===== config.mk =====
export PLATFORM = sky130hd
export DESIGN_NAME = alu_ex_top
export DESIGN_NICKNAME = d
export VERILOG_FILES = /design/src/rtl/alu_pkg.sv /design/src/rtl/pl_alu.sv /design/src/rtl/ex_stage.sv /design/src/rtl/wb_arbiter.sv /design/src/rtl/data_mem.sv /design/src/rtl/alu_ex_top.sv
export SDC_FILE = /design/constraint.sdc
export NUM_CORES = 2
export LEC_CHECK = 0
export ABC_CLOCK_PERIOD_IN_PS = 30600
export BUFFER_PORTS_ARGS = -buffer_cell sky130_fd_sc_hd__clkbuf_2
export CAP_MARGIN = 40
export CORE_ASPECT_RATIO = 0.5
export CORE_MARGIN = 2
export CORE_UTILIZATION = 30
export CTS_BUF_LIST = sky130_fd_sc_hd__clkbuf_2 sky130_fd_sc_hd__clkbuf_4 sky130_fd_sc_hd__clkbuf_8
export DETAILED_ROUTE_END_ITERATION = 6
export SYNTH_ARGS = -nofsm -noshare
export SYNTH_HDL_FRONTEND = slang
export SYNTH_SLANG_ARGS = --single-unit

===== constraint.sdc =====
create_clock -name shift_en -period 30.6 [get_ports shift_en]
set_input_delay 3.06 -clock shift_en [delete_from_list [all_inputs] [get_ports shift_en]]
set_output_delay 3.06 -clock shift_en [all_outputs]
set_load 0.03 [all_outputs]

===== src/rtl/alu_pkg.sv =====
// Shared widths, opcodes and bus/record structs for the execute stage; import with alu_pkg::*
package alu_pkg;

    localparam int DATA_W    = 8;
    localparam int ADDR_W    = 8;
    localparam int NUM_REGS  = 4;
    localparam int REG_IDX_W = $clog2(NUM_REGS);
    localparam int MEM_DEPTH = 1 << ADDR_W;   // One byte per address

    typedef enum logic [3:0] {
        OP_ADD  = 4'd0,
        OP_ADC  = 4'd1,
        OP_SUB  = 4'd2,
        OP_AND  = 4'd3,
        OP_OR   = 4'd4,
        OP_LAND = 4'd5,
        OP_LOR  = 4'd6,
        OP_LNOT = 4'd7,
        OP_SHL  = 4'd8,
        OP_CMP  = 4'd9,
        OP_LDI  = 4'd10,
        OP_LD   = 4'd11,
        OP_ST   = 4'd12
    } opcode_e;

    typedef struct packed {
        opcode_e              opcode;
        logic [REG_IDX_W-1:0] rd;
        logic [REG_IDX_W-1:0] rs;
        logic [DATA_W-1:0]    imm;    // Immediate or memory address
    } instr_t;

    typedef enum logic [1:0] {
        LG_LAND = 2'd0,
        LG_BAND = 2'd1,
        LG_LOR  = 2'd2,
        LG_BOR  = 2'd3
    } lgcl_e;

    typedef struct packed {
        logic  add_op;          // Adder drives the result
        logic  carry_in;
        logic  en_complement;   // Invert operand 2
        lgcl_e lgcl_sel;
        logic  lgcl_en;         // Logical unit drives the result
        logic  compare_true;    // Enables gt/lt/eq
        logic  store_true;      // Operand 2 forced to zero
    } alu_ctrl_t;

    typedef struct packed {
        logic cout;
        logic gt;
        logic lt;
        logic eq;
    } alu_flags_t;

    typedef struct packed {
        logic              cyc;
        logic              stb;
        logic              we;
        logic [ADDR_W-1:0] adr;
        logic [DATA_W-1:0] dat;
    } wb_req_t;

    typedef struct packed {
        logic              ack;
        logic [DATA_W-1:0] dat;
    } wb_rsp_t;

    typedef struct packed {
        logic                 valid;
        opcode_e              opcode;
        logic [REG_IDX_W-1:0] rd;
        logic [DATA_W-1:0]    value;
        alu_flags_t           flags;
    } retire_t;

endpackage


===== src/rtl/pl_alu.sv =====
// Combinational 8-bit ALU used by the execute stage; operands and control in, result and flags out
`timescale 1ns/1ps

module pl_alu
    import alu_pkg::*;
(
    input  logic [DATA_W-1:0] op1_in,
    input  logic [DATA_W-1:0] op2_in,
    input  alu_ctrl_t         ctrl,
    output logic [DATA_W-1:0] result,
    output alu_flags_t        flags
);

    logic [DATA_W-1:0] op2;
    logic [DATA_W-1:0] add_res;
    logic [DATA_W-1:0] shl_res;
    logic [DATA_W-1:0] lgcl_res;
    logic              add_cout;
    logic              shl_cout;
    logic              op1_nz;
    logic              op2_nz;

    // Zeroing happens first so a zeroed operand can still be inverted
    assign op2 = (ctrl.store_true ? '0 : op2_in) ^ {DATA_W{ctrl.en_complement}};

    // Adder with carry, also the subtractor and comparator
    assign {add_cout, add_res} = {1'b0, op1_in} + {1'b0, op2}
                               + {{DATA_W{1'b0}}, ctrl.carry_in};

    // Left shift by one, MSB goes out as carry
    assign shl_res  = {op1_in[DATA_W-2:0], 1'b0};
    assign shl_cout = op1_in[DATA_W-1];

    assign op1_nz = |op1_in;
    assign op2_nz = |op2;

    always_comb
    begin
        case (ctrl.lgcl_sel)
            LG_LAND: lgcl_res = {{(DATA_W-1){1'b0}}, op1_nz && op2_nz};   // 0 or 1
            LG_BAND: lgcl_res = op1_in & op2;
            LG_LOR:  lgcl_res = {{(DATA_W-1){1'b0}}, op1_nz || op2_nz};
            LG_BOR:  lgcl_res = op1_in | op2;
            default: lgcl_res = '0;
        endcase
    end

    // Result select, shifter when neither adder nor logic unit is enabled
    always_comb
    begin
        if (ctrl.add_op)
        begin
            result     = add_res;
            flags.cout = add_cout;
        end
        else if (ctrl.lgcl_en)
        begin
            result     = lgcl_res;
            flags.cout = 1'b0;   // Logic ops never carry
        end
        else
        begin
            result     = shl_res;
            flags.cout = shl_cout;
        end
    end

    // Carry set on op1 - op2 means no borrow, so op1 >= op2
    assign flags.eq = ctrl.compare_true && (add_res == '0);
    assign flags.gt = ctrl.compare_true && add_cout && (add_res != '0);
    assign flags.lt = ctrl.compare_true && !add_cout && (add_res != '0);

endmodule


===== src/rtl/ex_stage.sv =====
// Execute stage: decodes instructions, holds the register file, retires results, issues LD/ST on Wishbone
`timescale 1ns/1ps

module ex_stage
    import alu_pkg::*;
(
    input  logic    shift_en,
    input  logic    reset,
    input  instr_t  instr,
    input  logic    instr_valid,
    output logic    instr_ready,
    output wb_req_t wb_req,
    input  wb_rsp_t wb_rsp,
    output retire_t retire
);

    typedef enum logic [1:0] {IDLE, BUS, DONE} state_e;

    state_e            state;
    instr_t            cur;                // Instruction in the execute slot
    logic              cur_valid;
    logic              cur_mem;
    logic              carry;              // Carry of the last ALU op, feeds ADC
    logic [DATA_W-1:0] regs [NUM_REGS];
    alu_ctrl_t         ctrl;
    logic [DATA_W-1:0] alu_op1;
    logic [DATA_W-1:0] alu_result;
    alu_flags_t        alu_flags;
    logic [DATA_W-1:0] exe_value;
    alu_flags_t        exe_flags;
    logic              exe_wr;

    assign cur_mem = (cur.opcode == OP_LD) || (cur.opcode == OP_ST);

    always_comb
    begin
        ctrl = '0;   // LDI, LD and SHL leave everything low
        case (cur.opcode)
            OP_ADD:  ctrl.add_op = 1'b1;
            OP_ADC:
            begin
                ctrl.add_op   = 1'b1;
                ctrl.carry_in = carry;
            end
            OP_SUB, OP_CMP:
            begin
                ctrl.add_op        = 1'b1;
                ctrl.en_complement = 1'b1;
                ctrl.carry_in      = 1'b1;   // Two's complement
                ctrl.compare_true  = (cur.opcode == OP_CMP);
            end
            OP_AND:  {ctrl.lgcl_en, ctrl.lgcl_sel} = {1'b1, LG_BAND};
            OP_OR:   {ctrl.lgcl_en, ctrl.lgcl_sel} = {1'b1, LG_BOR};
            OP_LAND: {ctrl.lgcl_en, ctrl.lgcl_sel} = {1'b1, LG_LAND};
            OP_LOR:  {ctrl.lgcl_en, ctrl.lgcl_sel} = {1'b1, LG_LOR};
            OP_LNOT:
            begin
                // rd && ~0 gives rd != 0, inverted below
                {ctrl.lgcl_en, ctrl.lgcl_sel} = {1'b1, LG_LAND};
                ctrl.store_true    = 1'b1;
                ctrl.en_complement = 1'b1;
            end
            OP_ST:
            begin
                ctrl.add_op     = 1'b1;   // Pass rs through the adder
                ctrl.store_true = 1'b1;
            end
            default: ;
        endcase
    end

    assign alu_op1 = (cur.opcode == OP_ST) ? regs[cur.rs] : regs[cur.rd];

    pl_alu u_alu (
        .op1_in (alu_op1),
        .op2_in (regs[cur.rs]),
        .ctrl   (ctrl),
        .result (alu_result),
        .flags  (alu_flags)
    );

    always_comb
    begin
        exe_value = alu_result;
        exe_flags = alu_flags;
        exe_wr    = 1'b1;
        case (cur.opcode)
            OP_LDI:
            begin
                exe_value = cur.imm;
                exe_flags = '0;
            end
            OP_LNOT: exe_value = {{(DATA_W-1){1'b0}}, ~alu_result[0]};
            OP_CMP:  exe_wr = 1'b0;   // Flags only, rd untouched
            default: ;
        endcase
    end

    assign instr_ready = (state != BUS) && !(cur_valid && cur_mem);

    always_comb
    begin
        wb_req.cyc = (state == BUS);
        wb_req.stb = (state == BUS);
        wb_req.we  = (cur.opcode == OP_ST);
        wb_req.adr = cur.imm;
        wb_req.dat = alu_result;   // rs value via store pass-through
    end

    always_ff @(posedge shift_en)
    begin
        if (reset)
        begin
            state        <= IDLE;
            cur_valid    <= 1'b0;
            carry        <= 1'b0;
            retire.valid <= 1'b0;
            for (int i = 0; i < NUM_REGS; i++)
            begin
                regs[i] <= '0;
            end
        end
        else
        begin
            retire.valid <= 1'b0;
            case (state)
                IDLE, DONE:
                begin
                    state <= IDLE;
                    if (cur_valid && cur_mem)
                    begin
                        state <= BUS;   // Bus cycle opens one edge after acceptance
                    end
                    else if (cur_valid)
                    begin
                        cur_valid <= 1'b0;
                        retire    <= '{valid: 1'b1, opcode: cur.opcode, rd: cur.rd,
                                       value: exe_value, flags: exe_flags};
                        if (exe_wr)
                        begin
                            regs[cur.rd] <= exe_value;
                        end
                        if (cur.opcode != OP_LDI)
                        begin
                            carry <= alu_flags.cout;
                        end
                    end
                    if (instr_valid && instr_ready)
                    begin
                        cur       <= instr;
                        cur_valid <= 1'b1;
                    end
                end
                BUS:
                begin
                    if (wb_rsp.ack)
                    begin
                        state     <= DONE;
                        cur_valid <= 1'b0;
                        retire    <= '{valid: 1'b1, opcode: cur.opcode, rd: cur.rd,
                                       value: wb_req.we ? alu_result : wb_rsp.dat,
                                       flags: '0};
                        if (!wb_req.we)
                        begin
                            regs[cur.rd] <= wb_rsp.dat;
                        end
                    end
                end
                default: state <= IDLE;
            endcase
        end
    end

endmodule


===== src/rtl/wb_arbiter.sv =====
// Round-robin arbiter sharing one Wishbone classic slave between two masters
`timescale 1ns/1ps

module wb_arbiter
    import alu_pkg::*;
(
    input  logic    shift_en,
    input  logic    reset,
    input  wb_req_t m0_req,
    output wb_rsp_t m0_rsp,
    input  wb_req_t m1_req,
    output wb_rsp_t m1_rsp,
    output wb_req_t s_req,
    input  wb_rsp_t s_rsp
);

    logic [1:0] grant;      // One-hot, bit 1 is master 1
    logic       last_m1;    // Master 1 won the last arbitration
    logic       owner_cyc;

    // Grant may only move once its owner has closed the cycle
    assign owner_cyc = (grant[0] && m0_req.cyc) || (grant[1] && m1_req.cyc);

    always_ff @(posedge shift_en)
    begin
        if (reset)
        begin
            grant   <= 2'b00;
            last_m1 <= 1'b1;   // Master 0 first on a tie
        end
        else if (!owner_cyc)
        begin
            if (m0_req.cyc && m1_req.cyc)
            begin
                grant   <= last_m1 ? 2'b01 : 2'b10;
                last_m1 <= !last_m1;
            end
            else if (m0_req.cyc)
            begin
                grant   <= 2'b01;
                last_m1 <= 1'b0;
            end
            else if (m1_req.cyc)
            begin
                grant   <= 2'b10;
                last_m1 <= 1'b1;
            end
            else
            begin
                grant <= 2'b00;
            end
        end
    end

    // Slave sees nothing until a grant is held
    assign s_req = grant[1] ? m1_req :
                   grant[0] ? m0_req : '0;

    assign m0_rsp = grant[0] ? s_rsp : '0;
    assign m1_rsp = grant[1] ? s_rsp : '0;

endmodule


===== src/rtl/data_mem.sv =====
// 256-byte Wishbone classic slave memory with one-cycle registered ack
`timescale 1ns/1ps

module data_mem
    import alu_pkg::*;
(
    input  logic    shift_en,
    input  logic    reset,
    input  wb_req_t wb_req,
    output wb_rsp_t wb_rsp
);

    logic [DATA_W-1:0] mem [MEM_DEPTH];
    logic [DATA_W-1:0] rdata;
    logic              ack;
    logic              access;

    // New access only while ack is low, so each stb gets a single ack
    assign access = wb_req.cyc && wb_req.stb && !ack;

    always_ff @(posedge shift_en)
    begin
        if (reset)
        begin
            ack <= 1'b0;
        end
        else
        begin
            ack <= access;
        end
    end

    always_ff @(posedge shift_en)
    begin
        if (access && wb_req.we)
        begin
            mem[wb_req.adr] <= wb_req.dat;
        end
        if (access)
        begin
            rdata <= mem[wb_req.adr];   // Read data lands with ack
        end
    end

    assign wb_rsp.ack = ack;
    assign wb_rsp.dat = rdata;

endmodule


===== src/rtl/alu_ex_top.sv =====
// Top level: execute stage and host port sharing the data memory through the arbiter
`timescale 1ns/1ps

module alu_ex_top
    import alu_pkg::*;
(
    input  logic    shift_en,
    input  logic    reset,
    input  instr_t  instr,
    input  logic    instr_valid,
    output logic    instr_ready,
    input  wb_req_t host_req,
    output wb_rsp_t host_rsp,
    output retire_t retire
);

    wb_req_t ex_req;
    wb_rsp_t ex_rsp;
    wb_req_t mem_req;
    wb_rsp_t mem_rsp;

    ex_stage u_ex (
        .shift_en    (shift_en),
        .reset       (reset),
        .instr       (instr),
        .instr_valid (instr_valid),
        .instr_ready (instr_ready),
        .wb_req      (ex_req),
        .wb_rsp      (ex_rsp),
        .retire      (retire)
    );

    // Master 0 is the execute stage, master 1 the host port
    wb_arbiter u_arb (
        .shift_en (shift_en),
        .reset    (reset),
        .m0_req   (ex_req),
        .m0_rsp   (ex_rsp),
        .m1_req   (host_req),
        .m1_rsp   (host_rsp),
        .s_req    (mem_req),
        .s_rsp    (mem_rsp)
    );

    data_mem u_mem (
        .shift_en (shift_en),
        .reset    (reset),
        .wb_req   (mem_req),
        .wb_rsp   (mem_rsp)
    );

endmodule


==> out/qor.yml <==
cts.sinks: 2135
crit_top_cell: "buf_4"
cap_violations: 0
routed_via_density: 5.44
fp.dieH_um: 371
maxSlewHeadroom_pct: 13.8
cpMaxStageDelayCell: "edfxtp_1"
grt_remaining_overflow: 0
track_usage_pct: 16.2
synth_nets: 5069
synth_area_um2: 80800
io_buffer_count: 66
place.gp.congestion: 0.858
power_w: 0.00586
die_x_um: 738
cts_hold_buf: 0
seqPwrFrac_pct: 55.2
worstPathRequired_ps: 31260
post_cts_buffers: 0
drtIter0Drc: 8822
cp_max_fo: 82
wirelength_um: 231000
final-setup-viol-count: 0
finalCritPeriodShare_pct: 23.4
crit_chain: "nor4bb_4 > buf_4 > mux2i_1 > inv_1 > fa_1 > fa_1 > a21o_1 > a21oi_1 > o21bai_1 > a21oi_1 > xnor2_1 > a21oi_1 > a22o_4 > buf_4 > buf_4 > buf_4"
cts_max_level: 5
synth_cells: 5013
grt_pass1_vias: 47449
final_nets: 5313
antenna_found_initial: 11
worst_setup_path_end_kind: "flop"
multi_input_area_um2: 15600
violations: "design-rule violations"
status: "finished with violations"
tightest_slew_ps: 1290
critPathArrivalTime_ps: 7820
ys_types: 68
synth_ff_type: "edfxtp_1"
via_count: 49413
whs_ps: 473
power_switching_share_pct: 22.4
max_stage_delay_ps: 820
min_path_type: "flop to flop"
comb_power_share_pct: 5.0
cp-start-kind: "flop"
seq_area_frac_synth_pct: 79.1
cts_made_buffers: 339
drtPass1Iterations: 7
power.switching_w: 0.00131
drc: 74
async_flop_share_pct: 0
clockRootBuffer: "clkbuf_8"
cts_resized: 0
grt_pass1_wl_um: 332000
ant_nets: 0
synth-edff-count: 2122
core_um2: 267000
wl_per_cell_um: 25.4
dp_slack_ps: 22560
fin_tns_setup_ps: 0
layout_setup_ws_ps: 23440
post-route-util_pct: 34.6
hpwl_um: 139000
skew_ps: 90.2
fillers: 25292
pin_count: 67
die_area_um2: 274000
fmax_mhz: 140
rsz0062_at_grt: "no"
clock_path_buffers: 4
hold_viol_final: 0
clkPwrFrac_pct: 39.8
layout-drive-gt1-share_pct: 15.1
leakagePower_nw: 29.1
synth_warnings: 0
cts_tree: "done"
report.final.slew_viol_count: 0
clk_latency_ps: 1080
synth_seq_cells: 2135
syn_area_per_cell_um2: 16.1
area_growth_pct: 14.4
peakVddDrop_v: 0.0000394
critical_path_class: "flop to flop"
grt_max_degree: 203
initial_core_util_pct: 30.2
path_clk_slew_ps: 60
layout_min_cycle_time_ps: 7160
seqCellArea_um2: 64000
std_cell_rows: 134
power.density_nw_per_um2: 63.3
internal-power_w: 0.00455
[sequential cells by signal, summed over array words and instances, names as in the netlist, named ones only]
name            count
u_mem.ack           1
u_ex.cur            8
u_mem.mem        2048
u_arb.last_m1       1
u_ex.retire        19
u_ex.carry          1
u_mem.rdata         8
u_ex.regs          32
u_ex.state          2
u_arb.grant         2
u_ex.cur_valid      1
u_ex.wb_req         8
[final timing paths]
path | to | slack, ps | startpoint | cells after the start
worst max-delay path | u_mem.mem[80][6] | 23440 | u_ex.cur[15] | 16
worst min-delay path | flop | 470 | u_ex.cur[9] | 1
worst max register to register | u_mem.mem[80][6] | 23440 | u_ex.cur[15] | 16
worst min register to register | flop | 470 | u_ex.cur[9] | 1
[final cells by class]
cell class | count | area share, %
sequential | 2135 | 69.2
multi-input combinational | 2487 | 16.8
clock buffer | 462 | 6.09
tap | 3604 | 4.87
timing repair buffer | 257 | 2.20
clock inverter | 103 | 0.696
inverter | 37 | 0.150
antenna | 3 | 0.00811
[stage by stage]
stage | instances | instance area [um2]
2_1_floorplan | 5013 | 80800
3_3_place_gp | 8444 | 85500
3_5_place_dp | 8519 | 86200
4_1_cts | 9084 | 92500
5_1_grt | 9087 | 92500
6_report | 9088 | 92500
[layer usage]
metal	global-route usage (%)	up-vias	wire (um)
met4	5.64	2	7180
li1	-	21026	-
met3	3.61	430	24500
met1	22.4	25047	93700
met5	0	-	11
met2	25.3	2908	106000
[critical path: cells and delay by family (launching register included)]
family	cells	cell delay (ps)
flip-flops	1	820
buffers and inverters	5	2320
XOR/XNOR	1	200
AND/OR/NAND/NOR	1	400
adder cells (fa/ha/maj)	2	940
AO/OA/AOI/OAI	6	1570
multiplexers	1	350
[power by group through the flow]
| stage | clock network (W) | logic [W] | registers (W) |
|---|---|---|---|
| CTS | 0.00236 | 0.000292 | 0.00323 |
| detailed placement | 0 | 0.000291 | 0.00329 |
| global placement | 0 | 0.000284 | 0.00329 |
| global route | 0.00248 | 0.000313 | 0.00323 |
| finish | 0.00233 | 0.000296 | 0.00323 |
| floorplan | 0 | 0.000164 | 0.00331 |
[cell families (layout without fill, tap and decap cells)]
logic type | Yosys count | count (layout) | share of synthesized area [%]
DFF | 2135 | 2135 | 79.1
muxes | 38 | 38 | 0.731
other | 0 | 3 | 0
adders and majority gates | 18 | 18 | 0.297
and+or+nand+nor | 1098 | 1098 | 5.61
AOI/OAI and AO/OA | 1327 | 1327 | 12.2
xor gates and xnor gates | 6 | 6 | 0.0650
buffers and inverters | 391 | 859 | 1.97
[cells in the mapped netlist, types with 10 or more instances]
library cell	n	area [um2]
nand2_1	592	2220
o41ai_1	70	613
nor3_1	14	70.1
nor4_1	62	388
dfxtp_1	13	260
a222oi_1	512	5120
nand3_1	39	195
buf_2	73	365
clkbuf_1	202	758
inv_1	35	131
a31oi_1	10	62.6
o22ai_1	26	163
buf_1	73	274
mux4_2	16	360
ha_1	16	200
nor2_1	327	1230
edfxtp_1	2122	63700
mux2i_1	14	140
and2_1	14	87.6
a21oi_1	564	2820
o21ai_0	45	225
[cell usage in the layout (no fill, tap or decap), drive strengths merged, types with 7 or more instances in the layout]
cell	Yosys	layout
o22ai	26	26
a21o	8	8
nor2	327	327
buf	152	184
nor4	63	63
o32ai	7	7
a222oi	512	512
nand2b	8	8
o211ai	8	8
nand3	39	39
clkinv	2	92
dfxtp	13	13
o41ai	70	70
mux2	8	8
a21oi	564	564
o221ai	8	8
o21a	7	7
mux2i	14	14
nor2b	8	8
edfxtp	2122	2122
inv	35	36
bufinv	0	8
ha	16	16
nor3	14	14
a31oi	10	10
o21ai	50	50
and2	14	14
mux4	16	16
clkbuf	202	528
nand2	593	593
No activity file was read; power rests on OpenSTA's default activity.
